===== config.mk =====
export PLATFORM = sky130hd
export DESIGN_NAME = fetch_top
export DESIGN_NICKNAME = d
export VERILOG_FILES = /design/src/fetch_pkg.sv /design/src/stage_if.sv /design/src/icache.sv /design/src/branch_predictor.sv /design/src/fetch_top.sv
export VERILOG_INCLUDE_DIRS = /design/src
export SDC_FILE = /design/constraint.sdc
export NUM_CORES = 2
export LEC_CHECK = 0
export BUFFER_PORTS_ARGS = -buffer_cell sky130_fd_sc_hd__buf_2
export CORE_ASPECT_RATIO = 1.1
export CORE_UTILIZATION = 50
export CTS_CLUSTER_DIAMETER = 40
export CTS_CLUSTER_SIZE = 12
export DETAILED_ROUTE_END_ITERATION = 10
export GPL_ROUTABILITY_DRIVEN = 0
export GPL_TIMING_DRIVEN = 0
export PLACE_DENSITY = 0.67
export SETUP_SLACK_MARGIN = 0.1
export SLEW_MARGIN = 15
export SYNTH_ARGS = -nofsm -noshare
export SYNTH_HDL_FRONTEND = slang
export SYNTH_SLANG_ARGS = --single-unit

===== constraint.sdc =====
create_clock -name clock -period 14.4 [get_ports clock]
set_input_delay 2.88 -clock clock [delete_from_list [all_inputs] [get_ports clock]]
set_output_delay 2.88 -clock clock [all_outputs]
set_load 0.02 [all_outputs]

===== src/fetch_config.svh =====
// Sizes must stay powers of two and one cache line must hold exactly FETCH_LANES words
`ifndef FETCH_CONFIG_SVH
`define FETCH_CONFIG_SVH

// ------------------------------
// Address and lane geometry
// ------------------------------
`define FETCH_ADDR_W 32
// Instructions per fetched line, one 64-bit doubleword
`define FETCH_LANES 2

// ------------------------------
// Storage sizes
// ------------------------------
`define ICACHE_LINES 16
`define BTB_ENTRIES 8

// PC loaded while reset is high
`define FETCH_RESET_PC 32'h0000_0000
// addi x0, x0, 0 placed in lanes that carry no instruction
`define FETCH_NOP 32'h0000_0013

`endif


===== src/fetch_pkg.sv =====
// Shared fetch types sized from fetch_config.svh and only valid for a one-doubleword line
`include "fetch_config.svh"

package fetch_pkg;

    // Lane index width and byte offset bits inside one line
    localparam int unsigned LANE_W     = $clog2(`FETCH_LANES);
    localparam int unsigned LINE_OFF_W = LANE_W + 2;

    // Cache line seen as a whole doubleword or as per-lane words
    typedef union packed {
        logic [63:0]                  dword;
        logic [`FETCH_LANES-1:0][31:0] word;
    } mem_line_u;

    // One instruction slot handed to dispatch
    typedef struct packed {
        logic                     valid;
        logic [`FETCH_ADDR_W-1:0] pc;
        logic [`FETCH_ADDR_W-1:0] npc;
        logic [31:0]              inst;
    } if_packet_t;

    // Full fetch packet, lane 0 in the low slot
    typedef if_packet_t [`FETCH_LANES-1:0] fetch_bundle_t;

    // Mispredict or flush from execute
    typedef struct packed {
        logic                     valid;
        logic [`FETCH_ADDR_W-1:0] target;
    } redirect_t;

    // Resolved branch outcome used for training
    typedef struct packed {
        logic                     valid;
        logic [`FETCH_ADDR_W-1:0] pc;
        logic                     taken;
        logic [`FETCH_ADDR_W-1:0] target;
    } resolve_t;

    // One prediction per line, lane names the branch slot
    typedef struct packed {
        logic                     valid;
        logic                     taken;
        logic [LANE_W-1:0]        lane;
        logic [`FETCH_ADDR_W-1:0] target;
    } prediction_t;

    // Refill port toward memory
    typedef struct packed {
        logic                     valid;
        logic [`FETCH_ADDR_W-1:0] addr;
    } refill_req_t;

    typedef struct packed {
        logic      valid;
        mem_line_u line;
    } refill_rsp_t;

endpackage


===== src/stage_if.sv =====
// Bundle is combinational from the PC and needs the cache hit in the same cycle to be valid
`timescale 1ns/100ps
`include "fetch_config.svh"

module stage_if (
    input  logic                     clock,
    input  logic                     reset,
    input  logic                     ready_i,
    input  fetch_pkg::redirect_t     redirect_i,
    input  logic                     hit_i,
    input  fetch_pkg::mem_line_u     line_i,
    input  fetch_pkg::prediction_t   pred_i,
    output logic [`FETCH_ADDR_W-1:0] fetch_addr_o,
    output fetch_pkg::fetch_bundle_t bundle_o
);
    import fetch_pkg::*;

    logic [`FETCH_ADDR_W-1:0] pc_q;
    logic [`FETCH_ADDR_W-1:0] pc_d;
    logic [`FETCH_ADDR_W-1:0] line_base;
    logic [LANE_W-1:0]        first_lane;
    logic                     advance;
    logic                     pred_taken;

    // ------------------------------
    // Line address and entry lane
    // ------------------------------
    // Cache and predictor both see the aligned line
    assign line_base    = {pc_q[`FETCH_ADDR_W-1:LINE_OFF_W], {LINE_OFF_W{1'b0}}};
    assign fetch_addr_o = line_base;

    // Word offset of the PC, nonzero after a jump into the middle of a line
    assign first_lane = pc_q[2 +: LANE_W];

    // Dispatch takes the bundle only on a hit with ready high
    assign advance = hit_i && ready_i && !redirect_i.valid;

    // Prediction counts only if its branch lane was actually fetched
    assign pred_taken = pred_i.valid && pred_i.taken && (pred_i.lane >= first_lane);

    // ------------------------------
    // Next-PC priority
    // ------------------------------
    always_comb begin
        // Hold by default, covers miss and back-pressure
        pc_d = pc_q;
        if (redirect_i.valid) begin
            // Execute correction wins over everything
            pc_d = redirect_i.target;
        end else if (advance && pred_taken) begin
            pc_d = pred_i.target;
        end else if (advance) begin
            // Sequential step always lands on the next aligned line
            pc_d = line_base + `FETCH_ADDR_W'(`FETCH_LANES * 4);
        end
    end

    always_ff @(posedge clock or posedge reset) begin
        if (reset) begin
            pc_q <= `FETCH_RESET_PC;
        end else begin
            pc_q <= pc_d;
        end
    end

    // ------------------------------
    // Lane packing
    // ------------------------------
    for (genvar k = 0; k < `FETCH_LANES; k++) begin : g_lane
        logic [`FETCH_ADDR_W-1:0] lane_pc;
        logic                     lane_valid;

        // Slot address is fixed by its position in the line
        assign lane_pc = line_base + `FETCH_ADDR_W'(4 * k);

        always_comb begin
            // Nothing is valid without a hit or while a redirect is applied
            lane_valid = hit_i && !redirect_i.valid;
            // Slots before the entry point were skipped over
            if (LANE_W'(k) < first_lane) begin
                lane_valid = 1'b0;
            end
            // Slots after a taken branch are on the wrong path
            if (pred_taken && (LANE_W'(k) > pred_i.lane)) begin
                lane_valid = 1'b0;
            end
        end

        assign bundle_o[k].valid = lane_valid;
        assign bundle_o[k].pc    = lane_pc;
        assign bundle_o[k].npc   = lane_pc + `FETCH_ADDR_W'(4);
        // Word view picks this slot out of the line
        assign bundle_o[k].inst  = lane_valid ? line_i.word[k] : `FETCH_NOP;
    end

endmodule


===== src/icache.sv =====
// Direct mapped with no invalidation and a single outstanding refill
`timescale 1ns/100ps
`include "fetch_config.svh"

module icache (
    input  logic                     clock,
    input  logic                     reset,
    input  logic [`FETCH_ADDR_W-1:0] addr_i,
    output logic                     hit_o,
    output fetch_pkg::mem_line_u     line_o,
    output fetch_pkg::refill_req_t   refill_req_o,
    input  fetch_pkg::refill_rsp_t   refill_rsp_i
);
    import fetch_pkg::*;

    localparam int unsigned IDX_W = $clog2(`ICACHE_LINES);
    localparam int unsigned TAG_W = `FETCH_ADDR_W - IDX_W - LINE_OFF_W;

    // ------------------------------
    // Storage
    // ------------------------------
    logic [`ICACHE_LINES-1:0] valid_q;
    logic [TAG_W-1:0]         tag_q [`ICACHE_LINES];
    mem_line_u                data_q [`ICACHE_LINES];

    // Refill tracking
    logic                     pending_q;
    logic [`FETCH_ADDR_W-1:0] pend_addr_q;

    logic [IDX_W-1:0]         rd_idx;
    logic [TAG_W-1:0]         rd_tag;
    logic [IDX_W-1:0]         wr_idx;
    logic [TAG_W-1:0]         wr_tag;
    logic                     lookup_hit;
    logic [`FETCH_ADDR_W-1:0] miss_addr;

    // ------------------------------
    // Lookup
    // ------------------------------
    assign rd_idx = addr_i[LINE_OFF_W +: IDX_W];
    assign rd_tag = addr_i[`FETCH_ADDR_W-1 -: TAG_W];

    assign lookup_hit = valid_q[rd_idx] && (tag_q[rd_idx] == rd_tag);

    // No hit is reported until the outstanding refill has landed
    assign hit_o  = lookup_hit && !pending_q;
    assign line_o = data_q[rd_idx];

    // ------------------------------
    // Refill request
    // ------------------------------
    assign miss_addr = {addr_i[`FETCH_ADDR_W-1:LINE_OFF_W], {LINE_OFF_W{1'b0}}};

    // Raised combinationally on a miss, then held from the latched address
    assign refill_req_o.valid = pending_q || !lookup_hit;
    assign refill_req_o.addr  = pending_q ? pend_addr_q : miss_addr;

    // Returning line goes where the request pointed
    assign wr_idx = refill_req_o.addr[LINE_OFF_W +: IDX_W];
    assign wr_tag = refill_req_o.addr[`FETCH_ADDR_W-1 -: TAG_W];

    always_ff @(posedge clock or posedge reset) begin
        if (reset) begin
            valid_q   <= '0;
            pending_q <= 1'b0;
        end else begin
            if (refill_rsp_i.valid) begin
                // Line becomes usable on the following cycle
                valid_q[wr_idx] <= 1'b1;
                pending_q       <= 1'b0;
            end else if (refill_req_o.valid) begin
                pending_q <= 1'b1;
            end
        end
    end

    // Address latch follows the lookup until a request is in flight
    always_ff @(posedge clock) begin
        if (!pending_q) begin
            pend_addr_q <= miss_addr;
        end
    end

    // Tag and data write on the response edge
    always_ff @(posedge clock) begin
        if (refill_rsp_i.valid) begin
            tag_q[wr_idx]        <= wr_tag;
            data_q[wr_idx].dword <= refill_rsp_i.line.dword;
        end
    end

endmodule


===== src/branch_predictor.sv =====
// One branch per line is tracked and a resolve overwrites any entry that aliases its index
`timescale 1ns/100ps
`include "fetch_config.svh"

module branch_predictor (
    input  logic                     clock,
    input  logic                     reset,
    input  logic [`FETCH_ADDR_W-1:0] addr_i,
    output fetch_pkg::prediction_t   pred_o,
    input  fetch_pkg::resolve_t      resolve_i
);
    import fetch_pkg::*;

    localparam int unsigned IDX_W = $clog2(`BTB_ENTRIES);
    localparam int unsigned TAG_W = `FETCH_ADDR_W - IDX_W - LINE_OFF_W;

    // ------------------------------
    // BTB arrays
    // ------------------------------
    logic [`BTB_ENTRIES-1:0]  valid_q;
    logic [TAG_W-1:0]         tag_q    [`BTB_ENTRIES];
    logic [LANE_W-1:0]        lane_q   [`BTB_ENTRIES];
    logic [`FETCH_ADDR_W-1:0] target_q [`BTB_ENTRIES];
    // Two-bit counter, upper bit is the taken guess
    logic [1:0]               ctr_q    [`BTB_ENTRIES];

    logic [IDX_W-1:0]         rd_idx;
    logic [TAG_W-1:0]         rd_tag;
    logic                     rd_match;
    logic [IDX_W-1:0]         wr_idx;
    logic [TAG_W-1:0]         wr_tag;
    logic [LANE_W-1:0]        wr_lane;
    logic                     wr_exists;
    logic [1:0]               ctr_d;
    logic [`FETCH_ADDR_W-1:0] target_d;

    // ------------------------------
    // Lookup per fetched line
    // ------------------------------
    assign rd_idx   = addr_i[LINE_OFF_W +: IDX_W];
    assign rd_tag   = addr_i[`FETCH_ADDR_W-1 -: TAG_W];
    assign rd_match = valid_q[rd_idx] && (tag_q[rd_idx] == rd_tag);

    assign pred_o.valid  = rd_match;
    assign pred_o.taken  = rd_match && ctr_q[rd_idx][1];
    assign pred_o.lane   = lane_q[rd_idx];
    assign pred_o.target = target_q[rd_idx];

    // ------------------------------
    // Training from execute
    // ------------------------------
    assign wr_idx  = resolve_i.pc[LINE_OFF_W +: IDX_W];
    assign wr_tag  = resolve_i.pc[`FETCH_ADDR_W-1 -: TAG_W];
    assign wr_lane = resolve_i.pc[2 +: LANE_W];

    // Same line and same slot counts as the entry being trained
    assign wr_exists = valid_q[wr_idx] && (tag_q[wr_idx] == wr_tag)
                       && (lane_q[wr_idx] == wr_lane);

    always_comb begin
        // Fresh entry starts weakly biased toward the outcome
        ctr_d    = resolve_i.taken ? 2'd2 : 2'd1;
        target_d = resolve_i.target;
        if (wr_exists) begin
            if (resolve_i.taken) begin
                ctr_d = (ctr_q[wr_idx] == 2'd3) ? 2'd3 : ctr_q[wr_idx] + 2'd1;
            end else begin
                ctr_d = (ctr_q[wr_idx] == 2'd0) ? 2'd0 : ctr_q[wr_idx] - 2'd1;
                // Not-taken outcome carries no useful target
                target_d = target_q[wr_idx];
            end
        end
    end

    always_ff @(posedge clock or posedge reset) begin
        if (reset) begin
            valid_q <= '0;
        end else if (resolve_i.valid) begin
            valid_q[wr_idx] <= 1'b1;
        end
    end

    always_ff @(posedge clock) begin
        if (resolve_i.valid) begin
            tag_q[wr_idx]    <= wr_tag;
            lane_q[wr_idx]   <= wr_lane;
            target_q[wr_idx] <= target_d;
            ctr_q[wr_idx]    <= ctr_d;
        end
    end

endmodule


===== src/fetch_top.sv =====
// Fetch front end whose refill port expects a one-cycle response pulse after any latency
`timescale 1ns/100ps
`include "fetch_config.svh"

module fetch_top (
    input  logic                     clock,
    input  logic                     reset,
    // Dispatch side
    input  logic                     ready_i,
    output fetch_pkg::fetch_bundle_t bundle_o,
    // Execute side
    input  fetch_pkg::redirect_t     redirect_i,
    input  fetch_pkg::resolve_t      resolve_i,
    // Memory refill port
    output fetch_pkg::refill_req_t   refill_req_o,
    input  fetch_pkg::refill_rsp_t   refill_rsp_i
);
    import fetch_pkg::*;

    // ------------------------------
    // Internal nets
    // ------------------------------
    // Aligned line address shared by cache and predictor
    logic [`FETCH_ADDR_W-1:0] fetch_addr;
    logic                     hit;
    mem_line_u                line;
    prediction_t              pred;

    // PC owner and bundle packing
    stage_if u_stage_if (
        .clock        (clock),
        .reset        (reset),
        .ready_i      (ready_i),
        .redirect_i   (redirect_i),
        .hit_i        (hit),
        .line_i       (line),
        .pred_i       (pred),
        .fetch_addr_o (fetch_addr),
        .bundle_o     (bundle_o)
    );

    // One line per cycle with external refill
    icache u_icache (
        .clock        (clock),
        .reset        (reset),
        .addr_i       (fetch_addr),
        .hit_o        (hit),
        .line_o       (line),
        .refill_req_o (refill_req_o),
        .refill_rsp_i (refill_rsp_i)
    );

    // Looked up with the same line address
    branch_predictor u_branch_predictor (
        .clock     (clock),
        .reset     (reset),
        .addr_i    (fetch_addr),
        .pred_o    (pred),
        .resolve_i (resolve_i)
    );

endmodule


* After elaboration in Yosys (flattened, before gate mapping)
Memory sizes are Yosys's and may differ from the RTL's. Index checks and enable logic that the tools add are counted.
Word-level totals: flip-flop bits (word level) 89, RAM bits 1912, input port bits 167, output and inout port bits 227, logic and storage cells 92, memories kept 6
Cells by class: add/sub/neg operators 5, $lt $le $gt $ge 11, equality and inequality tests 6, muxes and demuxes 33, bitwise logic cells 2, reductions and logical operators 24
Memories:
- u_icache.data_q | words 16, width 64, read ports 1, clocked after memory_dff 0, wr ports 1, line icache.sv:24 | mem_line_u data_q [`ICACHE_LINES];
- u_icache.tag_q | words 16, width 25, read ports 1, clocked after memory_dff 0, wr ports 1, line icache.sv:23 | logic [TAG_W-1:0] tag_q [`ICACHE_LINES];
- u_branch_predictor.target_q | words 8, width 32, read ports 1, clocked after memory_dff 0, wr ports 1, line branch_predictor.sv:23 | logic [`FETCH_ADDR_W-1:0] target_q [`BTB_ENTRIES];
- u_branch_predictor.tag_q | words 8, width 26, read ports 2, clocked after memory_dff 0, wr ports 1, line branch_predictor.sv:21 | logic [TAG_W-1:0] tag_q [`BTB_ENTRIES];
- u_branch_predictor.ctr_q | words 8, width 2, read ports 2, clocked after memory_dff 0, wr ports 1, line branch_predictor.sv:25 | logic [1:0] ctr_q [`BTB_ENTRIES];
- u_branch_predictor.lane_q | words 8, width 1, read ports 2, clocked after memory_dff 0, wr ports 1, line branch_predictor.sv:22 | logic [LANE_W-1:0] lane_q [`BTB_ENTRIES];
Operators with widths (count):
- 2-to-1 mux 32 bit | 8
- adder 32 x 3 -> 32 bit (second input constant) | 2
- equality test 26 bit | 2
- adder 32 x 4 -> 32 bit (second input constant) | 1
- equality test 25 bit | 1
- logical AND 1 bit | 16
- OR 16 bit | 1
- 2-to-1 mux 1 bit | 15
- < comparator 4 x 5 -> 1 bit (second input constant) | 2
- 2-to-1 mux 2 bit | 5
- < comparator 3 x 4 -> 1 bit (second input constant) | 2
- OR 8 bit | 1
- binary-select mux 1 bit (select 3 bit) | 2
- binary-select mux 1 bit (select 4 bit) | 1
- demux 1 bit (select 4 bit) | 1
- greater-or-equal comparator 4 x 1 -> 1 bit (second input constant) | 1
- demux 1 bit (select 3 bit) | 1
- greater-or-equal comparator 3 x 1 -> 1 bit (second input constant) | 1
- zero test 1 bit | 3
- nonzero test 3 bit | 1
- adder 2 x 1 -> 2 bit (second input constant) | 1
- equality test 2 bit (second input constant) | 1
- > comparator 1 bit (first input constant) | 2
- zero test 2 bit | 1
- 8 further kinds | 9

* Longest topological paths before layout
depth after elaboration 9, gate-level depth with buffers 19, gate-level depth less buffers 9

* Modules after synthesis
A second synthesis with hierarchy kept.
Second synthesis, totals: cells, all modules 3797, area, all modules 80822.5 um^2
By module, submodules not included:
- icache | times used 1, cells an instance 2304, area each 55839.8 um^2, sequential area each 43827.0 um^2
- branch_predictor | times used 1, cells an instance 1024, area each 21284.2 um^2, sequential area each 14854.2 um^2
- stage_if | times used 1, cells an instance 469, area each 3698.5 um^2, sequential area each 750.7 um^2

* Worst setup path after synthesis
OpenSTA, ideal clock, no wires.
path type input port to flip-flop, start input port resolve_i[36] (netlist bit), end memory u_branch_predictor.target_q[1][10] (netlist bit), enable pin, library setup time 420 ps, arrival 7454 ps, data required time 13980 ps, path slack 6526 ps, cell stages on the path 6, path buffers 3, path through clkbuf_1 -> buf_1 -> buf_1 -> nand2_1 -> nor3_1 -> nor2b_1
Between the ends: word-level cells in the longest chain between the ends 6, elaborated cells between the ends (all ways) 10, classes of those cells 3 x eq/ne; 2 x mux; 3 x reduce/logical; 2 x memory
RTL lines:
- start, declared | line fetch_top.sv:13 | input fetch_pkg::resolve_t resolve_i,
- memory read (8 x 26 bit) or binary-select mux 1 bit (select 3 bit) (tied branches)
- equality test 26 bit or 2-to-1 mux 1 bit (tied branches) | line branch_predictor.sv:57 | assign wr_exists = valid_q[wr_idx] && (tag_q[wr_idx] == wr_tag)
- logical AND 1 bit | line branch_predictor.sv:57
- logical AND 1 bit | line branch_predictor.sv:58 | && (lane_q[wr_idx] == wr_lane);
- != test 2 bit (no line)
- AND reduction 2 bit (no line)
- end, declared | line branch_predictor.sv:23
Several ways; a longest one is shown, not always the timed one. The select of a mux whose other input is x is not followed.

==> flow_summary.ini <==
[placed_design]
hpwl_um = 160000
io_buffers = 375
dp.cells = 6606

[synthesis]
synth-warning-count = 0
synth-edff-count = 1896
synth_flop_cell = edfxtp_1
netlist_area_um2 = 80400
ys_seq_area_frac = 0.733
ys_seq_elements = 1983
avgSynthCellArea_um2 = 20.2
async_flop_share = 0.0277
synth_cell_types = 83
synth_cells = 3982

[finish]
instances_no_fill = 7059
drive_gt1_frac = 0.347
areaGrowthSynthToFinish_pct = 19.0
mostFrequentLayoutCells = edfxtp_1, mux4_2, buf_2
final_common_cell = edfxtp_1
nets = 4908

[global_route]
grt_pass1_vias = 44000
grt-ovfl-total = 0
grt_antenna_before_repair = 40
grt_max_degree = 48
grt_use_total = 0.293
grt_pass1_wl_um = 331000

[setup_path]
crit_path_start_kind = flip-flop
cp-end-kind = output port
crit_arrival_ns = 7.19
worst-r2r-setup-slack_ns = 7.73
critPathKind = reg -> out
required_ns = 11.52
cp_max_fo = 10

[pwr]
comb_power_share = 0.107
p_sw_w = 0.00342
internal-power_w = 0.0105
p_leak_nw = 32.2
ir_drop_v = 0.000149
power_w = 0.0139
clkPwrFrac = 0.418
powerDensity_nw_per_um2 = 146
p_sw_frac = 0.246
seq_power_share = 0.475

[sta]
final_hold_viol_count = 0
worst_slew_pin_slew_ns = 1.24
whs_ns = 0.457
rsz0062_at_grt = no
maxSlewViolCount = 0
finalCritPeriodShare = 0.700
period_minus_slack_ns = 10.07
slew_headroom = 0.171
fmax_ghz = 0.0993
fin_skew_ns = 0.0925
setup_viol_count_final = 0
setup_tns_ns = 0

[detailed_routing]
ant_nets = 0
wl_per_cell_um = 33.7
drtPass1Iterations = 8
drt_wl_total_um = 238000
drc = 0
drt-vias-per-instance = 6.33
drtIter0Drc = 5371
num_vias = 44700

[die]
pin_count = 394
dieArea_um2 = 162000
rows = 154
dieHeight_um = 423
initial_core_util = 0.503
core_um2 = 160000
fp.dieW_um = 384

[flow_run]
drv_cap = 0

[run_status]
status = finished, final reports clean

[clock_network]
tritoncts = yes
cts_resized = 0
cts_buffer_depth = 3
post_cts_buffers = 0
cts-root-buf = clkbuf_16
cts_made_buffers = 236
clock_latency_ns = 0.89
cts-hold-fix-buffers = 0
htreeDepth = 4
clk_pin_slew_worst_paths_ns = 0.06
clock_sinks = 1983

[min_path]
hp-class = reg -> reg
-- power by group through the flow --
stage | registers, W | logic [W] | clock network, W
detailed placement | 0.00673 | 0.00147 | 0
floorplan | 0.00672 | 0.000866 | 0
global placement | 0.00677 | 0.00138 | 0
global route | 0.00663 | 0.00155 | 0.00609
CTS | 0.00662 | 0.00148 | 0.00587
finish | 0.00662 | 0.00149 | 0.00582
-- layout make-up --
type | count | area, µm²
fill | 11400 | 64200
sequential | 1983 | 59000
multi-input combinational | 1642 | 19700
clock buffer | 292 | 6210
timing repair buffer | 510 | 4570
tap | 2106 | 2640
buffer | 332 | 1940
clock inverter | 139 | 1550
inverter | 35 | 134
antenna | 20 | 50.0
-- final timing paths --
check	from	end	depth (start not counted)
setup / recovery	u_stage_if.pc_q[3]	bundle_o[104]	15
hold / removal	u_icache.pend_addr_q[0]	u_icache.pend_addr_q[0]	1
setup reg to reg	u_stage_if.pc_q[3]	u_icache.data_q[11][10]	17
hold reg to reg	u_icache.pend_addr_q[0]	u_icache.pend_addr_q[0]	1
max in group asynchronous	reset	u_stage_if.pc_q[24]	3
min in group asynchronous	reset	u_branch_predictor.valid_q[4]	2
-- state kept, by name, summed over array words and instances (netlist names), 16 cells and up --
| register | cells |
|---|---|
| u_branch_predictor.tag_q | 208 |
| u_icache.tag_q | 400 |
| u_icache.data_q | 1024 |
| u_icache.pend_addr_q | 32 |
| u_stage_if.pc_q | 30 |
| u_branch_predictor.target_q | 240 |
| u_icache.valid_q | 16 |
| u_branch_predictor.ctr_q | 16 |
-- Yosys cell counts (5+ instances only) --
library cell	count	area, µm²
nor3_1	19	95.1
a211oi_1	5	37.5
or2_2	23	144
o22a_1	5	43.8
clkinv_1	6	22.5
nand2b_1	13	81.3
a22oi_1	60	450
and2_1	10	62.6
a21oi_1	25	125
nor2b_1	45	282
edfxtp_1	1896	56900
nor2_1	66	248
nand2_1	127	477
buf_2	41	205
nor4_1	15	93.8
mux2_2	74	833
and3_1	43	269
o31a_1	10	87.6
dfxtp_1	32	641
a22o_1	9	78.8
o21ai_0	42	210
o22ai_1	31	194
nand4_1	16	100
o21ai_1	39	195
a221oi_1	28	245
a31oi_1	6	37.5
xnor2_1	58	508
or2_1	7	43.8
buf_1	46	173
mux4_2	497	11200
clkbuf_1	104	390
nand3_1	30	150
a2bb2oi_1	14	123
buf_6	18	203
o221ai_1	6	52.6
buf_4	119	893
mux2i_1	196	1960
a21o_1	7	52.6
o211ai_1	9	67.6
dfrtp_1	55	1380
xor2_1	26	228
inv_1	27	101
-- worst max-delay path, stage by stage, from the launching register on --
cell and delay (ns):
dfrtp_1 0.69, buf_4 0.32, buf_6 0.23, buf_6 0.26, and2_1 0.16, clkbuf_1 0.54
clkbuf_1 0.70, a22oi_1 0.24, a21o_1 0.21, a2111oi_0 0.81, nand4_1 0.37, nor4_1 0.40
a211o_1 0.54, buf_2 0.41, nor2b_1 0.19, buf_2 0.20
-- metrics by stage --
step,util,worst slack (ns),instance area [µm²]
2_1_floorplan,-,6.53,80500
3_5_place_dp,0.549,5.40,87900
4_1_cts,0.598,4.46,95600
6_report,0.599,4.33,95700
5_1_grt,0.598,4.29,95700
3_3_place_gp,0.531,-0.622,85000
-- layer usage --
| metal | global-route usage | vias up | wire (µm) | part of all wire |
|---|---|---|---|---|
| met5 | 0 | - | 255 | 0.0011 |
| met4 | 0.131 | 42 | 10900 | 0.046 |
| met3 | 0.0834 | 578 | 25600 | 0.11 |
| met2 | 0.471 | 2765 | 116000 | 0.49 |
| met1 | 0.372 | 23400 | 85500 | 0.36 |
| li1 | - | 17900 | - | - |
-- logic make-up after synthesis --
group                    Yosys count  share of synthesized area
flip-flops                      1983                      0.733
multiplexers                     770                      0.174
AND/OR/NAND/NOR                  440                     0.0284
buffers and inverters            367                     0.0256
AO/OA/AOI/OAI                    335                     0.0294
XOR/XNOR                          84                    0.00915
other                              2                  0.0000934
adder cells (fa/ha/maj)            1                   0.000156
(Power assumes the default switching activity.)
